==> src/rp_sys_pkg.sv <==
// system bus definitions: widths, region map, housekeeping offsets, address layout

package rp_sys_pkg;

  // bus widths
  localparam int unsigned SYS_AW       = 32;
  localparam int unsigned SYS_DW       = 32;
  localparam int unsigned SYS_OFFSET_W = 20;                  // byte offset inside a region
  localparam int unsigned SYS_REGION_W = 3;
  localparam int unsigned SYS_REGIONS  = 1 << SYS_REGION_W;   // 8 regions

  // region numbers
  localparam int unsigned REG_HK    = 0;  // housekeeping
  localparam int unsigned REG_SCOPE = 1;  // sample readback
  localparam int unsigned REG_PID   = 3;  // controller stub, acks with zero

  // housekeeping offsets
  localparam logic [SYS_OFFSET_W-1:0] HK_OFS_ID   = 'h0;
  localparam logic [SYS_OFFSET_W-1:0] HK_OFS_LOOP = 'h4;
  localparam logic [SYS_OFFSET_W-1:0] HK_OFS_LED  = 'h8;

  // readback offsets
  localparam logic [SYS_OFFSET_W-1:0] SCOPE_OFS_A = 'h0;
  localparam logic [SYS_OFFSET_W-1:0] SCOPE_OFS_B = 'h4;

  localparam logic [SYS_DW-1:0] HK_ID = 32'h5250_4131;  // board id word

  // one address word, seen raw or split into region and offset
  typedef union packed {
    logic [SYS_AW-1:0] raw;
    struct packed {
      logic [SYS_AW-SYS_REGION_W-SYS_OFFSET_W-1:0] unused;  // top 9 bits, ignored
      logic [SYS_REGION_W-1:0]                     region;
      logic [SYS_OFFSET_W-1:0]                     offset;
    } fld;
  } sys_addr_u;

endpackage

==> src/rp_analog_pkg.sv <==
// analog path definitions: sample widths, sample and sum types, DAC full-scale codes

package rp_analog_pkg;

  // converter widths
  localparam int unsigned ADC_DW   = 14;  // sample width
  localparam int unsigned ADC_TRIM = 2;   // low ADC bits forced to zero
  localparam int unsigned LED_W    = 8;

  // signed stream sample, as used by generator and controller
  typedef logic signed [ADC_DW-1:0] sample_t;

  // one bit of headroom for the generator + controller sum
  typedef logic signed [ADC_DW:0] sum_t;

  //////////////////////////////////////////////////
  // DAC full-scale codes
  //////////////////////////////////////////////////

  // the DAC takes the inverted two's complement word,
  // so these are the clamp limits after inversion
  localparam logic [ADC_DW-1:0] DAC_POS_FULL = 'h2000;  // ~(+8191)
  localparam logic [ADC_DW-1:0] DAC_NEG_FULL = 'h1FFF;  // ~(-8192)

endpackage

==> src/sys_region_if.sv <==
// decoded system bus request, from the address decoder to region slaves and result stage
`timescale 1ns/100ps

interface sys_region_if;

  import rp_sys_pkg::*;

  // one-hot region select, zero when there is no request
  logic [SYS_REGIONS-1:0]  sel;
  logic [SYS_OFFSET_W-1:0] offset;  // byte offset inside the region
  logic [SYS_DW-1:0]       wdata;
  logic                    wen;     // single cycle write strobe
  logic                    ren;     // single cycle read strobe

  // decoder drives everything
  modport decode (
    output sel, offset, wdata, wen, ren
  );

  // register slaves, reads are combinational on offset
  modport slave (
    input sel, offset, wdata, wen
  );

  // ack, err and read mux stage
  modport result (
    input sel, wen, ren
  );

endinterface

==> src/sys_bus_decode.sv <==
// system bus address decoder, splits the address into region and offset
`timescale 1ns/100ps

module sys_bus_decode (
  input  rp_sys_pkg::sys_addr_u                 sys_addr_i,   // byte address
  input  logic [rp_sys_pkg::SYS_DW-1:0]         sys_wdata_i,
  input  logic                                  sys_wen_i,    // write strobe
  input  logic                                  sys_ren_i,    // read strobe
  sys_region_if.decode                          bus
);

  import rp_sys_pkg::*;

  logic                    req;        // any access this cycle
  logic [SYS_REGION_W-1:0] region;
  logic [SYS_REGIONS-1:0]  sel_hot;    // ungated one-hot

  //////////////////////////////////////////////////
  // region select
  //////////////////////////////////////////////////

  assign req    = sys_wen_i | sys_ren_i;
  assign region = sys_addr_i.fld.region;  // bits above the offset field

  always_comb
  begin
    sel_hot         = '0;
    sel_hot[region] = 1'b1;
  end

  // select only rises for a real request,
  // so an idle bus never looks like a region access
  assign bus.sel = req ? sel_hot : '0;

  //////////////////////////////////////////////////
  // pass-through of request payload
  //////////////////////////////////////////////////

  // low bits of the raw word are the in-region offset
  assign bus.offset = sys_addr_i.raw[SYS_OFFSET_W-1:0];
  assign bus.wdata  = sys_wdata_i;
  assign bus.wen    = sys_wen_i;
  assign bus.ren    = sys_ren_i;

endmodule

==> src/hk_regs.sv <==
// housekeeping register file: id word, digital loopback control and LED byte
`timescale 1ns/100ps

module hk_regs (
  input  logic                              adc_clk,
  input  logic                              rst_n_i,         // async, active low
  sys_region_if.slave                       bus,
  output logic                              digital_loop_o,  // dac -> adc loopback
  output logic [rp_analog_pkg::LED_W-1:0]   led_o,
  output logic [rp_sys_pkg::SYS_DW-1:0]     rdata_o          // read word for current offset
);

  import rp_sys_pkg::*;
  import rp_analog_pkg::*;

  logic hk_sel;  // region 0 addressed
  logic hk_wr;

  assign hk_sel = bus.sel[REG_HK];
  assign hk_wr  = hk_sel & bus.wen;

  //////////////////////////////////////////////////
  // write side
  //////////////////////////////////////////////////

  always_ff @(posedge adc_clk or negedge rst_n_i)
  begin
    if (!rst_n_i)
    begin
      digital_loop_o <= 1'b0;
      led_o          <= '0;
    end
    else if (hk_wr)
    begin
      case (bus.offset)
        HK_OFS_LOOP: digital_loop_o <= bus.wdata[0];
        HK_OFS_LED:  led_o          <= bus.wdata[LED_W-1:0];
        default:     ;  // id and unknown offsets drop the write
      endcase
    end
  end

  //////////////////////////////////////////////////
  // read side
  //////////////////////////////////////////////////

  // combinational, so a read sees the value before
  // a write landing at the same edge
  always_comb
  begin
    rdata_o = '0;
    if (hk_sel)
    begin
      case (bus.offset)
        HK_OFS_ID:   rdata_o = HK_ID;
        HK_OFS_LOOP: rdata_o = {{(SYS_DW-1){1'b0}}, digital_loop_o};
        HK_OFS_LED:  rdata_o = {{(SYS_DW-LED_W){1'b0}}, led_o};
        default:     rdata_o = '0;  // unmapped reads zero
      endcase
    end
  end

endmodule

==> src/adc_frontend.sv <==
// ADC front end: channel swap, low bit trim, digital loopback and sample readback
`timescale 1ns/100ps

module adc_frontend #(
  parameter int unsigned DW = rp_analog_pkg::ADC_DW  // sample width
)(
  input  logic                           adc_clk,
  input  logic                           rst_n_i,
  input  logic [DW-1:0]                  adc_dat_a_i,     // raw ADC ch A
  input  logic [DW-1:0]                  adc_dat_b_i,     // raw ADC ch B
  input  logic [DW-1:0]                  dac_code_a_i,    // loopback source ch A
  input  logic [DW-1:0]                  dac_code_b_i,    // loopback source ch B
  input  logic                           digital_loop_i,
  sys_region_if.slave                    bus,
  output logic [rp_sys_pkg::SYS_DW-1:0]  rdata_o
);

  import rp_sys_pkg::*;
  import rp_analog_pkg::*;

  logic signed [DW-1:0] smp_a;  // acquired ch A
  logic signed [DW-1:0] smp_b;  // acquired ch B

  //////////////////////////////////////////////////
  // acquisition register
  //////////////////////////////////////////////////

  // inputs are crossed on the board, ADC B feeds ch A and vice versa
  always_ff @(posedge adc_clk or negedge rst_n_i)
  begin
    if (!rst_n_i)
    begin
      smp_a <= '0;
      smp_b <= '0;
    end
    else
    begin
      smp_a <= digital_loop_i ? dac_code_a_i : {adc_dat_b_i[DW-1:ADC_TRIM], {ADC_TRIM{1'b0}}};
      smp_b <= digital_loop_i ? dac_code_b_i : {adc_dat_a_i[DW-1:ADC_TRIM], {ADC_TRIM{1'b0}}};
    end
  end

  //////////////////////////////////////////////////
  // region 1 readback
  //////////////////////////////////////////////////

  always_comb
  begin
    rdata_o = '0;
    if (bus.sel[REG_SCOPE])  // read only, writes have no effect
    begin
      case (bus.offset)
        SCOPE_OFS_A: rdata_o = {{(SYS_DW-DW){smp_a[DW-1]}}, smp_a};  // sign extended
        SCOPE_OFS_B: rdata_o = {{(SYS_DW-DW){smp_b[DW-1]}}, smp_b};
        default:     rdata_o = '0;
      endcase
    end
  end

endmodule

==> src/dac_backend.sv <==
// DAC back end: stream sum, clamp, code inversion, output registers and DAC reset
`timescale 1ns/100ps

module dac_backend #(
  parameter int unsigned DW = rp_analog_pkg::ADC_DW  // sample width
)(
  input  logic                  adc_clk,
  input  logic                  rst_n_i,
  input  logic signed [DW-1:0]  asg_a_i,       // generator ch A
  input  logic signed [DW-1:0]  asg_b_i,       // generator ch B
  input  logic signed [DW-1:0]  pid_a_i,       // controller ch A
  input  logic signed [DW-1:0]  pid_b_i,       // controller ch B
  output logic [DW-1:0]         dac_code_a_o,  // unregistered, for loopback
  output logic [DW-1:0]         dac_code_b_o,
  output logic [1:0][DW-1:0]    dac_dat_o,     // [0] carries ch B, [1] carries ch A
  output logic                  dac_reset_o
);

  import rp_analog_pkg::*;

  sum_t          sum_a;       // one bit of headroom
  sum_t          sum_b;
  logic [DW-1:0] dac_dat_a;   // stage register
  logic [DW-1:0] dac_dat_b;

  // clamp to the 14 bit range, then invert into DAC code
  function automatic logic [DW-1:0] sat_inv(input sum_t s);
    logic pos_ovf;
    logic neg_ovf;
    pos_ovf = ~s[DW] &  s[DW-1];  // top two bits disagree, sign says positive
    neg_ovf =  s[DW] & ~s[DW-1];
    if (pos_ovf)
      return DAC_POS_FULL;
    else if (neg_ovf)
      return DAC_NEG_FULL;
    else
      return ~s[DW-1:0];
  endfunction

  //////////////////////////////////////////////////
  // sum and saturation
  //////////////////////////////////////////////////

  assign sum_a = sum_t'(asg_a_i) + sum_t'(pid_a_i);  // sign extended before add
  assign sum_b = sum_t'(asg_b_i) + sum_t'(pid_b_i);

  assign dac_code_a_o = sat_inv(sum_a);
  assign dac_code_b_o = sat_inv(sum_b);

  //////////////////////////////////////////////////
  // output pipeline
  //////////////////////////////////////////////////

  always_ff @(posedge adc_clk or negedge rst_n_i)
  begin
    if (!rst_n_i)
    begin
      dac_dat_a <= '0;
      dac_dat_b <= '0;
      dac_dat_o <= '0;
    end
    else
    begin
      dac_dat_a    <= dac_code_a_o;
      dac_dat_b    <= dac_code_b_o;
      dac_dat_o[0] <= dac_dat_b;  // ch B drives DAC port 0
      dac_dat_o[1] <= dac_dat_a;  // ch A drives DAC port 1
    end
  end

  // DAC held in reset, released one edge after the design
  always_ff @(posedge adc_clk or negedge rst_n_i)
  begin
    if (!rst_n_i)
      dac_reset_o <= 1'b1;
    else
      dac_reset_o <= 1'b0;
  end

endmodule

==> src/sys_bus_result.sv <==
// bus result stage: ack, err and read data one cycle after each request
`timescale 1ns/100ps

module sys_bus_result (
  input  logic                           adc_clk,
  input  logic                           rst_n_i,
  sys_region_if.result                   bus,
  input  logic [rp_sys_pkg::SYS_DW-1:0]  hk_rdata_i,     // region 0 read word
  input  logic [rp_sys_pkg::SYS_DW-1:0]  scope_rdata_i,  // region 1 read word
  output logic [rp_sys_pkg::SYS_DW-1:0]  sys_rdata_o,
  output logic                           sys_ack_o,
  output logic                           sys_err_o
);

  import rp_sys_pkg::*;

  logic              req;       // request seen this cycle
  logic              mapped;    // region has a responder
  logic [SYS_DW-1:0] rdata_nxt;

  assign req    = bus.wen | bus.ren;
  assign mapped = bus.sel[REG_HK] | bus.sel[REG_SCOPE] | bus.sel[REG_PID];

  //////////////////////////////////////////////////
  // ack and error
  //////////////////////////////////////////////////

  // every request acks, fixed one cycle latency,
  // so back to back requests pipeline without stalls
  always_ff @(posedge adc_clk or negedge rst_n_i)
  begin
    if (!rst_n_i)
    begin
      sys_ack_o <= 1'b0;
      sys_err_o <= 1'b0;
    end
    else
    begin
      sys_ack_o <= req;
      sys_err_o <= req & ~mapped;  // regions 2, 4..7
    end
  end

  //////////////////////////////////////////////////
  // read data
  //////////////////////////////////////////////////

  always_comb
  begin
    rdata_nxt = '0;                 // writes, stub and error regions
    if (bus.ren)
    begin
      if (bus.sel[REG_HK])
        rdata_nxt = hk_rdata_i;
      else if (bus.sel[REG_SCOPE])
        rdata_nxt = scope_rdata_i;
    end
  end

  always_ff @(posedge adc_clk)
  begin
    sys_rdata_o <= rdata_nxt;       // only meaningful with ack
  end

endmodule

==> src/rp_analog_top.sv <==
// analog top: system bus regions, ADC front end and DAC back end on adc_clk
`timescale 1ns/100ps

module rp_analog_top (
  input  logic                                       adc_clk,
  input  logic                                       rst_n_i,      // async, active low
  // system bus
  input  logic [rp_sys_pkg::SYS_AW-1:0]              sys_addr_i,
  input  logic [rp_sys_pkg::SYS_DW-1:0]              sys_wdata_i,
  input  logic                                       sys_wen_i,
  input  logic                                       sys_ren_i,
  output logic [rp_sys_pkg::SYS_DW-1:0]              sys_rdata_o,
  output logic                                       sys_ack_o,
  output logic                                       sys_err_o,
  // ADC
  input  logic [rp_analog_pkg::ADC_DW-1:0]           adc_dat_a_i,
  input  logic [rp_analog_pkg::ADC_DW-1:0]           adc_dat_b_i,
  // sample streams
  input  rp_analog_pkg::sample_t                     asg_a_i,      // generator
  input  rp_analog_pkg::sample_t                     asg_b_i,
  input  rp_analog_pkg::sample_t                     pid_a_i,      // controller
  input  rp_analog_pkg::sample_t                     pid_b_i,
  // DAC
  output logic [1:0][rp_analog_pkg::ADC_DW-1:0]      dac_dat_o,
  output logic                                       dac_reset_o,
  output logic [rp_analog_pkg::LED_W-1:0]            led_o
);

  import rp_sys_pkg::*;
  import rp_analog_pkg::*;

  logic [ADC_DW-1:0] dac_code_a;    // inverted code, loopback source
  logic [ADC_DW-1:0] dac_code_b;
  logic              digital_loop;
  logic [SYS_DW-1:0] hk_rdata;
  logic [SYS_DW-1:0] scope_rdata;

  sys_region_if region_bus ();

  //////////////////////////////////////////////////
  // system bus
  //////////////////////////////////////////////////

  sys_bus_decode i_decode (
    .sys_addr_i  (sys_addr_i ),
    .sys_wdata_i (sys_wdata_i),
    .sys_wen_i   (sys_wen_i  ),
    .sys_ren_i   (sys_ren_i  ),
    .bus         (region_bus )
  );

  hk_regs i_hk (
    .adc_clk        (adc_clk     ),
    .rst_n_i        (rst_n_i     ),
    .bus            (region_bus  ),
    .digital_loop_o (digital_loop),
    .led_o          (led_o       ),
    .rdata_o        (hk_rdata    )
  );

  sys_bus_result i_result (
    .adc_clk       (adc_clk    ),
    .rst_n_i       (rst_n_i    ),
    .bus           (region_bus ),
    .hk_rdata_i    (hk_rdata   ),
    .scope_rdata_i (scope_rdata),
    .sys_rdata_o   (sys_rdata_o),
    .sys_ack_o     (sys_ack_o  ),
    .sys_err_o     (sys_err_o  )
  );

  //////////////////////////////////////////////////
  // analog path
  //////////////////////////////////////////////////

  adc_frontend #(.DW (ADC_DW)) i_adc (
    .adc_clk        (adc_clk     ),
    .rst_n_i        (rst_n_i     ),
    .adc_dat_a_i    (adc_dat_a_i ),
    .adc_dat_b_i    (adc_dat_b_i ),
    .dac_code_a_i   (dac_code_a  ),
    .dac_code_b_i   (dac_code_b  ),
    .digital_loop_i (digital_loop),
    .bus            (region_bus  ),
    .rdata_o        (scope_rdata )
  );

  dac_backend #(.DW (ADC_DW)) i_dac (
    .adc_clk      (adc_clk    ),
    .rst_n_i      (rst_n_i    ),
    .asg_a_i      (asg_a_i    ),
    .asg_b_i      (asg_b_i    ),
    .pid_a_i      (pid_a_i    ),
    .pid_b_i      (pid_b_i    ),
    .dac_code_a_o (dac_code_a ),
    .dac_code_b_o (dac_code_b ),
    .dac_dat_o    (dac_dat_o  ),
    .dac_reset_o  (dac_reset_o)
  );

endmodule

==> config.mk <==
export PLATFORM = sky130hd
export DESIGN_NAME = rp_analog_top
export DESIGN_NICKNAME = d
export VERILOG_FILES = /design/src/rp_sys_pkg.sv /design/src/rp_analog_pkg.sv /design/src/sys_region_if.sv /design/src/sys_bus_decode.sv /design/src/hk_regs.sv /design/src/adc_frontend.sv /design/src/dac_backend.sv /design/src/sys_bus_result.sv /design/src/rp_analog_top.sv
export SDC_FILE = /design/constraint.sdc
export NUM_CORES = 1
export LEC_CHECK = 0
export BUFFER_PORTS_ARGS = -buffer_cell sky130_fd_sc_hd__clkbuf_2
export CAP_MARGIN = 20
export CORE_ASPECT_RATIO = 1.25
export CORE_MARGIN = 2
export CORE_UTILIZATION = 29
export CTS_CLUSTER_DIAMETER = 200
export DETAILED_ROUTE_END_ITERATION = 10
export SETUP_SLACK_MARGIN = 0.4
export SYNTH_ARGS = -nofsm -noshare
export SYNTH_HDL_FRONTEND = slang
export SYNTH_SLANG_ARGS = --single-unit
==> constraint.sdc <==
create_clock -name adc_clk -period 1.33 [get_ports adc_clk]
set_input_delay 0.0665 -clock adc_clk [delete_from_list [all_inputs] [get_ports adc_clk]]
set_output_delay 0.0665 -clock adc_clk [all_outputs]
set_load 0.02 [all_outputs]
==> results of run 1 <==
==> final timing paths <==
path	from	endpoint	slack, ns	cells after the start
worst max register to register	i_hk.digital_loop_o	i_adc.smp_b[2]	0.14	2
min in group asynchronous	rst_n_i	i_hk.led_o[6]	0.23	2
worst min-delay path	adc_dat_b_i[9]	i_adc.smp_a[9]	-0.005	3
worst min register to register	i_dac.dac_dat_b[6]	i_dac.dac_dat_o[6]	0.35	0
worst max-delay path	pid_a_i[1]	i_adc.smp_a[8]	-0.68	11
max in group asynchronous	rst_n_i	i_dac.dac_dat_o[25]	0.58	3
==> worst reg2reg max path, cell delays in order, from the launching register on <==
cell	delay, ns
dfrtp_1	0.45
buf_12	0.25
mux2_2	0.36
==> Yosys cell counts, drive strengths merged, types with 7 or more instances <==
| library cell | n |
|---|---|
| dfxtp | 16 |
| nor2b | 9 |
| nand2 | 19 |
| inv | 18 |
| nand3 | 7 |
| ha | 28 |
| xnor2 | 14 |
| mux2i | 7 |
| dfrtp | 95 |
| buf | 21 |
| a21o | 8 |
| nor2 | 39 |
| a22oi | 7 |
| a211oi | 8 |
| a21oi | 45 |
| mux2 | 35 |
| clkbuf | 8 |
| o21ai | 22 |
==> area by class of cell <==
cell class | count | area (um2) | share of cell area, %
Multi-Input combinational cell | 338 | 3350 | 33.9
Timing Repair Buffer | 359 | 3160 | 32.0
Sequential cell | 112 | 2730 | 27.7
Tap cell | 232 | 290 | 2.94
Clock buffer | 9 | 225 | 2.28
Inverter | 18 | 67.6 | 0.684
Clock inverter | 7 | 55.1 | 0.558
Antenna cell | 1 | 2.50 | 0.0253
==> repair_timing <==
item | in CTS | in global routing
hold endpoints to repair | 89 | 0
hold buffers | 30 | 0
resized for setup | 191 | 102
setup endpoints to repair | 135 | 143
pin swaps | 36 | 18
buffers inserted | 27 | 7
==> power by group <==
part | total [mW] | internal, mW | switching [mW]
logic | 3.66 | 1.98 | 1.68
registers | 4.05 | 3.84 | 0.206
clock network | 2.53 | 1.29 | 1.23
total | 10.2 | 7.11 | 3.12
==> sequential cells by signal (all words and copies together), names as in the netlist, 8 cells and up <==
| register | cells |
|---|---|
| i_hk.led_o | 8 |
| i_dac.dac_dat_b | 14 |
| i_dac.dac_dat_o | 28 |
| i_adc.smp_b | 14 |
| i_adc.smp_a | 14 |
| i_result.sys_rdata_o | 16 |
| i_dac.dac_dat_a | 14 |
==> layer usage <==
| layer | GRT usage [%] | vias up | routed length (um) |
|---|---|---|---|
| met2 | 31.0 | 145 | 9150 |
| met3 | 3.19 | 30 | 728 |
| met1 | 18.9 | 2393 | 6660 |
| li1 | - | 2468 | - |
| met5 | 0 | - | 0 |
| met4 | 5.79 | 0 | 515 |
==> cell usage in the layout, fill, tap and decap left out, types with 7 or more instances in the layout <==
cell / instances
buf_4: 110
clkbuf_2: 111
ha_1: 17
nor2_1: 29
a21oi_4: 10
buf_8: 30
buf_6: 38
clkbuf_16: 9
clkbuf_8: 28
a21oi_1: 19
ha_4: 11
o21ai_0: 15
nand2_1: 17
xnor2_1: 14
inv_1: 16
mux2_2: 17
dfrtp_1: 95
buf_12: 10
mux2_4: 18
nor2_2: 8
nor2b_1: 7
dfxtp_1: 13
a21oi_2: 16
a21o_1: 8
dlygate4sd3_1: 30
==> kinds of logic (layout without fill, tap and decap cells) <==
family	Yosys count	in the layout
AND/OR/NAND/NOR	111	111
AO/OA/AOI/OAI	137	137
XOR/XNOR	17	17
other	1	2
multiplexers	42	42
adder cells (fa/ha/maj)	30	30
buffers and inverters	47	393
flip-flops	112	112
==> metrics by stage <==
stage | setup slack (ns) | hold WS (ns) | util (%)
after floorplan | -0.864 | -0.229 | -
after global placement | -1.07 | 0.0364 | 41.6
after detailed placement | -1.13 | 0.0352 | 41.6
after CTS | -0.628 | 0.000420 | 50.6
after global routing | -0.709 | 0.00350 | 52.4
final | -0.676 | -0.00500 | 52.4
==> summary.md, run 1 <==
| Metric | Value |
|---|---|
| Iteration-0 DRC Markers | 199 |
| HP Class | input pin to flip-flop |
| Clk buf depth | 2 |
| Core Footprint | 18800 um2 |
| Setup CP Type | input pin to flip-flop |
| Initial antenna violation count | 1 |
| H-tree depth | 3 |
| Worst path required time | 1.56 ns |
| Num CTS Buffers | 9 |
| Placed cell count | 995 |
| CP delay by family, top | compound AO/OA/AOI/OAI gates |
| Vias | 5036 |
| Synth Area in Compound Gates | 18.2% |
| Setup WS post-layout | -0.676 ns |
| Vias in the first global route | 5414 |
| Clk slew on worst S/H paths | 0.07 ns |
| CP max stage delay | 0.37 ns |
| Synthesized flop and latch total | 112 |
| Post-Synth Adder-Cell Area | 6.99% |
| Root Buffer | clkbuf_16 |
| Final setup viols | 81 |
| GRT Overall Usage | 16.7% |
| RePlAce Congestion | 0.853 |
| RSZ-0062 raised after global routing | yes |
| Final cell count without fillers | 1076 |
| Via-per-instance ratio | 4.68 |
| Chip Height | 159 um |
| Routed Antenna Nets | 0 |
| Cell repeated most along the worst path | buf_12 |
| Ports | 223 |
| Clock Sinks | 112 |
| Leakage power total | 4.56 nW |
| Initial Utilization | 29.6% |
| Xor and xnor area share after synthesis | 2.66% |
| Post-synthesis sequential area ratio | 48.7% |
| Yosys top cell area share | 42.5% |
| Post-Synth Simple-Gate Area | 10.3% |
| Fillers | 1629 |
| Worst IR Drop VDD | 0.000578 V |
| CP Max Fanout | 7 |
| Status | complete, but fails checks |
| Area leader, netlist | dfrtp_1 |
| Netlist cell types | 71 |
| Min cycle time layout | 2.01 ns |
| PortBufs | 185 |
| Die footprint | 20400 um2 |
| Number of synthesized flops with an enable pin | 0 |
| Post-synthesis mux area share | 8.31% |
| Final hold slack | -0.00500 ns |
| CP arrival | 2.24 ns |
| Period utilization | 151% |
| Buf/Inv on CP | 3 |
| Layout area overhead | 76.7% |
| Setup TNS | -32.58 ns |
| Main combinational cell family by area after synthesis | compound AO/OA/AOI/OAI gates |
| Overflow after GRT | 0 |
| Clock Latency Late Sink | 0.35 ns |
| Post-synthesis async set-or-reset flop share | 85.7% |
| Synth area leaders | dfrtp_1 (43%), mux2_2 (6.4%), ha_1 (6.3%) |
| Post-DP HPWL | 12900 um |
| Row cnt | 56 |
| Post-Syn Instances | 497 |
| Synth Cell Area | 5590 um2 |
| Proportion of layout cells with a drive suffix above 1 | 59.1% |
| Worst path cell trace | buf_6, ha_4, a21o_1, a221o_1, and4_4, or2_4, o31ai_4, buf_12, buf_12, a21oi_2, mux2_4 |
| Die Wd | 128 um |
| Final slew viol count | 0 |
| Post-DP Area | 7830 um2 |
| CTS tree | yes |
| Yosys warnings | 0 |
| Largest net degree at the start of global routing | 38 |
| Nets | 1020 |
| Failing checks | hold timing, setup timing |
| Kind of end point of the critical path | flip-flop |
| DR WL/cell | 15.8 um |
| Final Skew | 0.00972 ns |
| Total power draw | 10.2 mW |
| Hold Vio Cnt, Final | 1 |
| Initial DRT Pass Iterations | 4 |
| First-pass GRT wire length | 26900 um |
| Syn Nets | 679 |
| Pwr/cell area | 1040 nW/um2 |
| Drc violations | 0 |
| Mean Syn Cell Area | 11.2 um2 |
| Crit start category | input pin |
| Max Fclk | 498 MHz |
| DRT Wirelength | 17100 um |
| Max stage delay cell, worst path | a221o_1 |
| # Max-Cap Violations | 0 |
| Top FF cell, synth | dfrtp_1 |
| Post-route design area | 9870 um2 |
No activity file was read; power rests on OpenSTA's default activity.
==> run 2, diff against run 1 <==
Settings changed: ABC_AREA from default to 1.
==> run 2 against run 1 <==
  * The run ends with setup timing left
  * Core utilization grew 2.4 points
  * Fmax grew 46%
  * Global-route usage increased by 0.54 points
  * Clock power is 11% higher
  * Power increased by 15%
  * First-iteration DRC count increased by 16%
  * Synthesized area up 6.4%
==> summary.md, run 2 <==
| Metric | Value |
|---|---|
| Status | complete, but fails checks |
| Failing checks | setup timing |
| Largest net degree at the start of global routing | 37 (-2.6%) |
| Most flops, register | i_dac.dac_dat_o |
| Kind of end point of the critical path | flip-flop |
| RSZ-0062 raised after global routing | yes |
| HP Class | input pin to flip-flop |
| Ports | 223 (unchanged) |
| Min-delay src | sys_wen_i |
| Post-Syn Instances | 727 (+46%) |
| Netlist cell types | 34 (-52%) |
| Drc violations | 0 (unchanged) |
| N_diodes | 0 (-1) |
| Initial Utilization | 29.6% (-0.069 points) |
| Part of the power in the clock network | 24.0% (-0.7 points) |
| Overflow after GRT | 0 (unchanged) |
| DR WL/cell | 14.0 um (-11%) |
| Post-DP Area | 8010 um2 (+2.3%) |
| Row cnt | 58 (+3.6%) |
| Clk slew on worst S/H paths | 0.08 ns (about the same) |
| Chip Height | 164 um (+3.1%) |
| Top FF cell, synth | dfrtp_1 |
| Routed Antenna Nets | 0 (unchanged) |
| Largest regs | i_dac.dac_dat_o x28, i_result.sys_rdata_o x16 |
| Hold path depth | 3 (unchanged) |
| Syn Nets | 909 (+34%) |
| Crit start category | input pin |
| # Max-Cap Violations | 0 (unchanged) |
| Switching share of total power | 34.0% (+3.5 points) |
| Worst Reg-to-Reg Cells | 5 (+3) |
| Final Skew | 0.00639 ns (-0.00333 ns) |
| Worst path required time | 1.62 ns (+0.06 ns) |
| Hold EP | i_result.sys_ack_o |
| Final slew viol count | 0 (unchanged) |
| Vias | 5888 (+17%) |
| Yosys top cell area share | 40.0% (-2.6 points) |
| Worst r2r dst | i_result.sys_rdata_o[0] |
| Post-route design area | 11000 um2 (+11%) |
| Most common cell after layout, fill and taps aside | nand2_1 |
| Yosys warnings | 0 (unchanged) |
| Min cycle time layout | 1.37 ns (-0.635 ns) |
| CTS tree | yes |
| Iteration-0 DRC Markers | 230 (+16%) |
| Total power draw | 11.8 mW (+15%) |
| Core Footprint | 20100 um2 (+6.7%) |
| Initial DRT Pass Iterations | 4 (unchanged) |
| Root Buffer | clkbuf_16 |
| Hold Vio Cnt, Final | 0 (-1) |
| Period utilization | 103% (-48 points) |
| Setup WS post-layout | -0.0412 ns (+0.635 ns) |
| Leakage power total | 5.53 nW (+21%) |
| Post-synthesis async set-or-reset flop share | 85.7% (unchanged) |
| Synth Cell Area | 5950 um2 (+6.4%) |
| Combinational Power Share | 39.0% (+3.3 points) |
| H-tree depth | 3 (unchanged) |
| Die footprint | 21700 um2 (+6.2%) |
| Num CTS Buffers | 9 (unchanged) |
| Area leader, netlist | dfrtp_1 |
| Synthesized flop and latch total | 112 (unchanged) |
| CP Max Fanout | 5 (-2) |
| Synth area leaders | dfrtp_1 (40%), nand2_1 (16%), ha_1 (5.9%) |
| Internal Power | 7.76 mW (+9.1%) |
| Clock Sinks | 112 (unchanged) |
| Sw power | 4.00 mW (+28%) |
| Proportion of layout cells with a drive suffix above 1 | 57.5% (-1.5 points) |
| Mean Syn Cell Area | 8.18 um2 (-27%) |
| Max reg flops | 28 (unchanged) |
| Setup CP Type | input pin to flip-flop |
| Initial antenna violation count | 0 (-1) |
| Die Wd | 132 um (+3.1%) |
| Pwr/cell area | 1070 nW/um2 (+3.1%) |
| Nets | 1253 (+23%) |
| PortBufs | 185 (unchanged) |
| Max Fclk | 729 MHz (+46%) |
| Post-layout util | 54.7% (+2.4 points) |
| Clk buf depth | 2 (unchanged) |
| Most frequent cell after synthesis | nand2_1 |
| Post-synthesis sequential area ratio | 45.8% (-2.9 points) |
| GRT Overall Usage | 17.3% (+0.54 points) |
| First-pass GRT wire length | 29800 um (+11%) |
| Worst R2R Setup Slack | 0.26 ns (+0.12 ns) |
| Most frequent cells in the layout | nand2_1 (162), clkbuf_2 (108), buf_4 (108), dfrtp_1 (95), nand2_2 (78) |
| Layout area overhead | 85.1% |
| Number of synthesized flops with an enable pin | 0 (unchanged) |
| Final setup viols | 28 (-65%) |
| Post-DP HPWL | 13300 um (+3.0%) |
| Clock Latency Late Sink | 0.35 ns (about the same) |
| Via-per-instance ratio | 4.37 (-6.5%) |
| Synth top cells by count | nand2_1 (261), dfrtp_1 (95), inv_1 (64) |
| Reg-to-Reg Start | i_hk.digital_loop_o |
| Vias in the first global route | 6180 (+14%) |
| Sequential share of power | 37.1% (-2.5 points) |
| RePlAce Congestion | 0.812 (-4.8%) |
| Worst IR Drop VDD | 0.000731 V (+26%) |
| DRT Wirelength | 18900 um (+11%) |
| CP arrival | 1.66 ns (-0.58 ns) |
## run 2: logic make-up after synthesis
kind of cell / synth area share [%]
multiplexers: 0.168
adder cells (fa/ha/maj): 6.57
AND/OR/NAND/NOR: 29.0
buffers and inverters: 9.17
flip-flops: 45.8
other: 0.0631
AO/OA/AOI/OAI: 6.61
XOR/XNOR: 2.65
## run 2: worst max-delay path: stages
cell       delay, ns
clkbuf_2        0.10
ha_4            0.26
nand2_2         0.08
inv_2           0.06
nand2_1         0.06
nand2_1         0.06
a21oi_2         0.21
nand3_1         0.13
nand2_2         0.11
buf_6           0.15
nand2_8         0.08
clkbuf_16       0.16
a21oi_2         0.12
## run 2: through the flow
step	setup TNS [ns]	hold WS, ns	instances	setup WS (ns)
4_1_cts	-0.00922	0.00744	1338	-0.00922
6_report	-0.513	0.00881	1346	-0.0412
2_1_floorplan	-7.01	-0.229	727	-0.167
3_3_place_gp	-23.68	0.0236	1250	-0.481
5_1_grt	-3.82	0.0135	1346	-0.115
3_5_place_dp	-25.33	0.0281	1250	-0.517
## run 2: worst max-delay path by stage
stage,startpoint,to,slack (ns),depth (start not counted)
finish,asg_a_i[8],i_dac.dac_dat_a[5],-0.04,13
global route,pid_b_i[6],i_adc.smp_b[0],-0.11,14
CTS,pid_a_i[8],i_dac.dac_dat_a[4],-0.009,14
detailed placement,asg_b_i[9],i_dac.dac_dat_b[2],-0.52,14
global placement,asg_b_i[9],i_dac.dac_dat_b[2],-0.48,14
floorplan,asg_b_i[0],i_dac.dac_dat_b[4],-0.17,15
## run 2: power groups by stage
stage / Sequential (mW) / Combinational, mW / Clock (mW)
detailed placement: 4.39 / 3.08 / 0
global route: 4.43 / 4.94 / 3.02
finish: 4.36 / 4.58 / 2.82
CTS: 4.36 / 4.27 / 2.90
floorplan: 4.60 / 1.42 / 0
global placement: 4.39 / 3.05 / 0
## run 2: layout make-up
class / count / area, um2
Clock buffer: 9 / 225
Fill cell: 1753 / 9100
Sequential cell: 112 / 2730
Timing Repair Buffer: 359 / 3230
Timing Repair inverter: 1 / 7.51
Clock inverter: 7 / 98.8
Inverter: 76 / 335
Tap cell: 270 / 338
Multi-Input combinational cell: 512 / 4040
## run 2: repair_timing
| item | CTS | global route |
|---|---|---|
| pin swaps | 77 | 71 |
| buffers inserted | 28 | 5 |
| hold buffers | 36 | 0 |
| hold endpoints to repair | 96 | 0 |
| gates cloned | 8 | 3 |
| resized for setup | 306 | 137 |
| setup endpoints to repair | 134 | 145 |
## run 2: metal layers
metal / part of all wire, % / GRT usage (%)
met1: 39 / 19.8
met2: 54 / 32.6
met3: 3.5 / 2.38
met4: 2.7 / 6.37
met5: 0 / 0
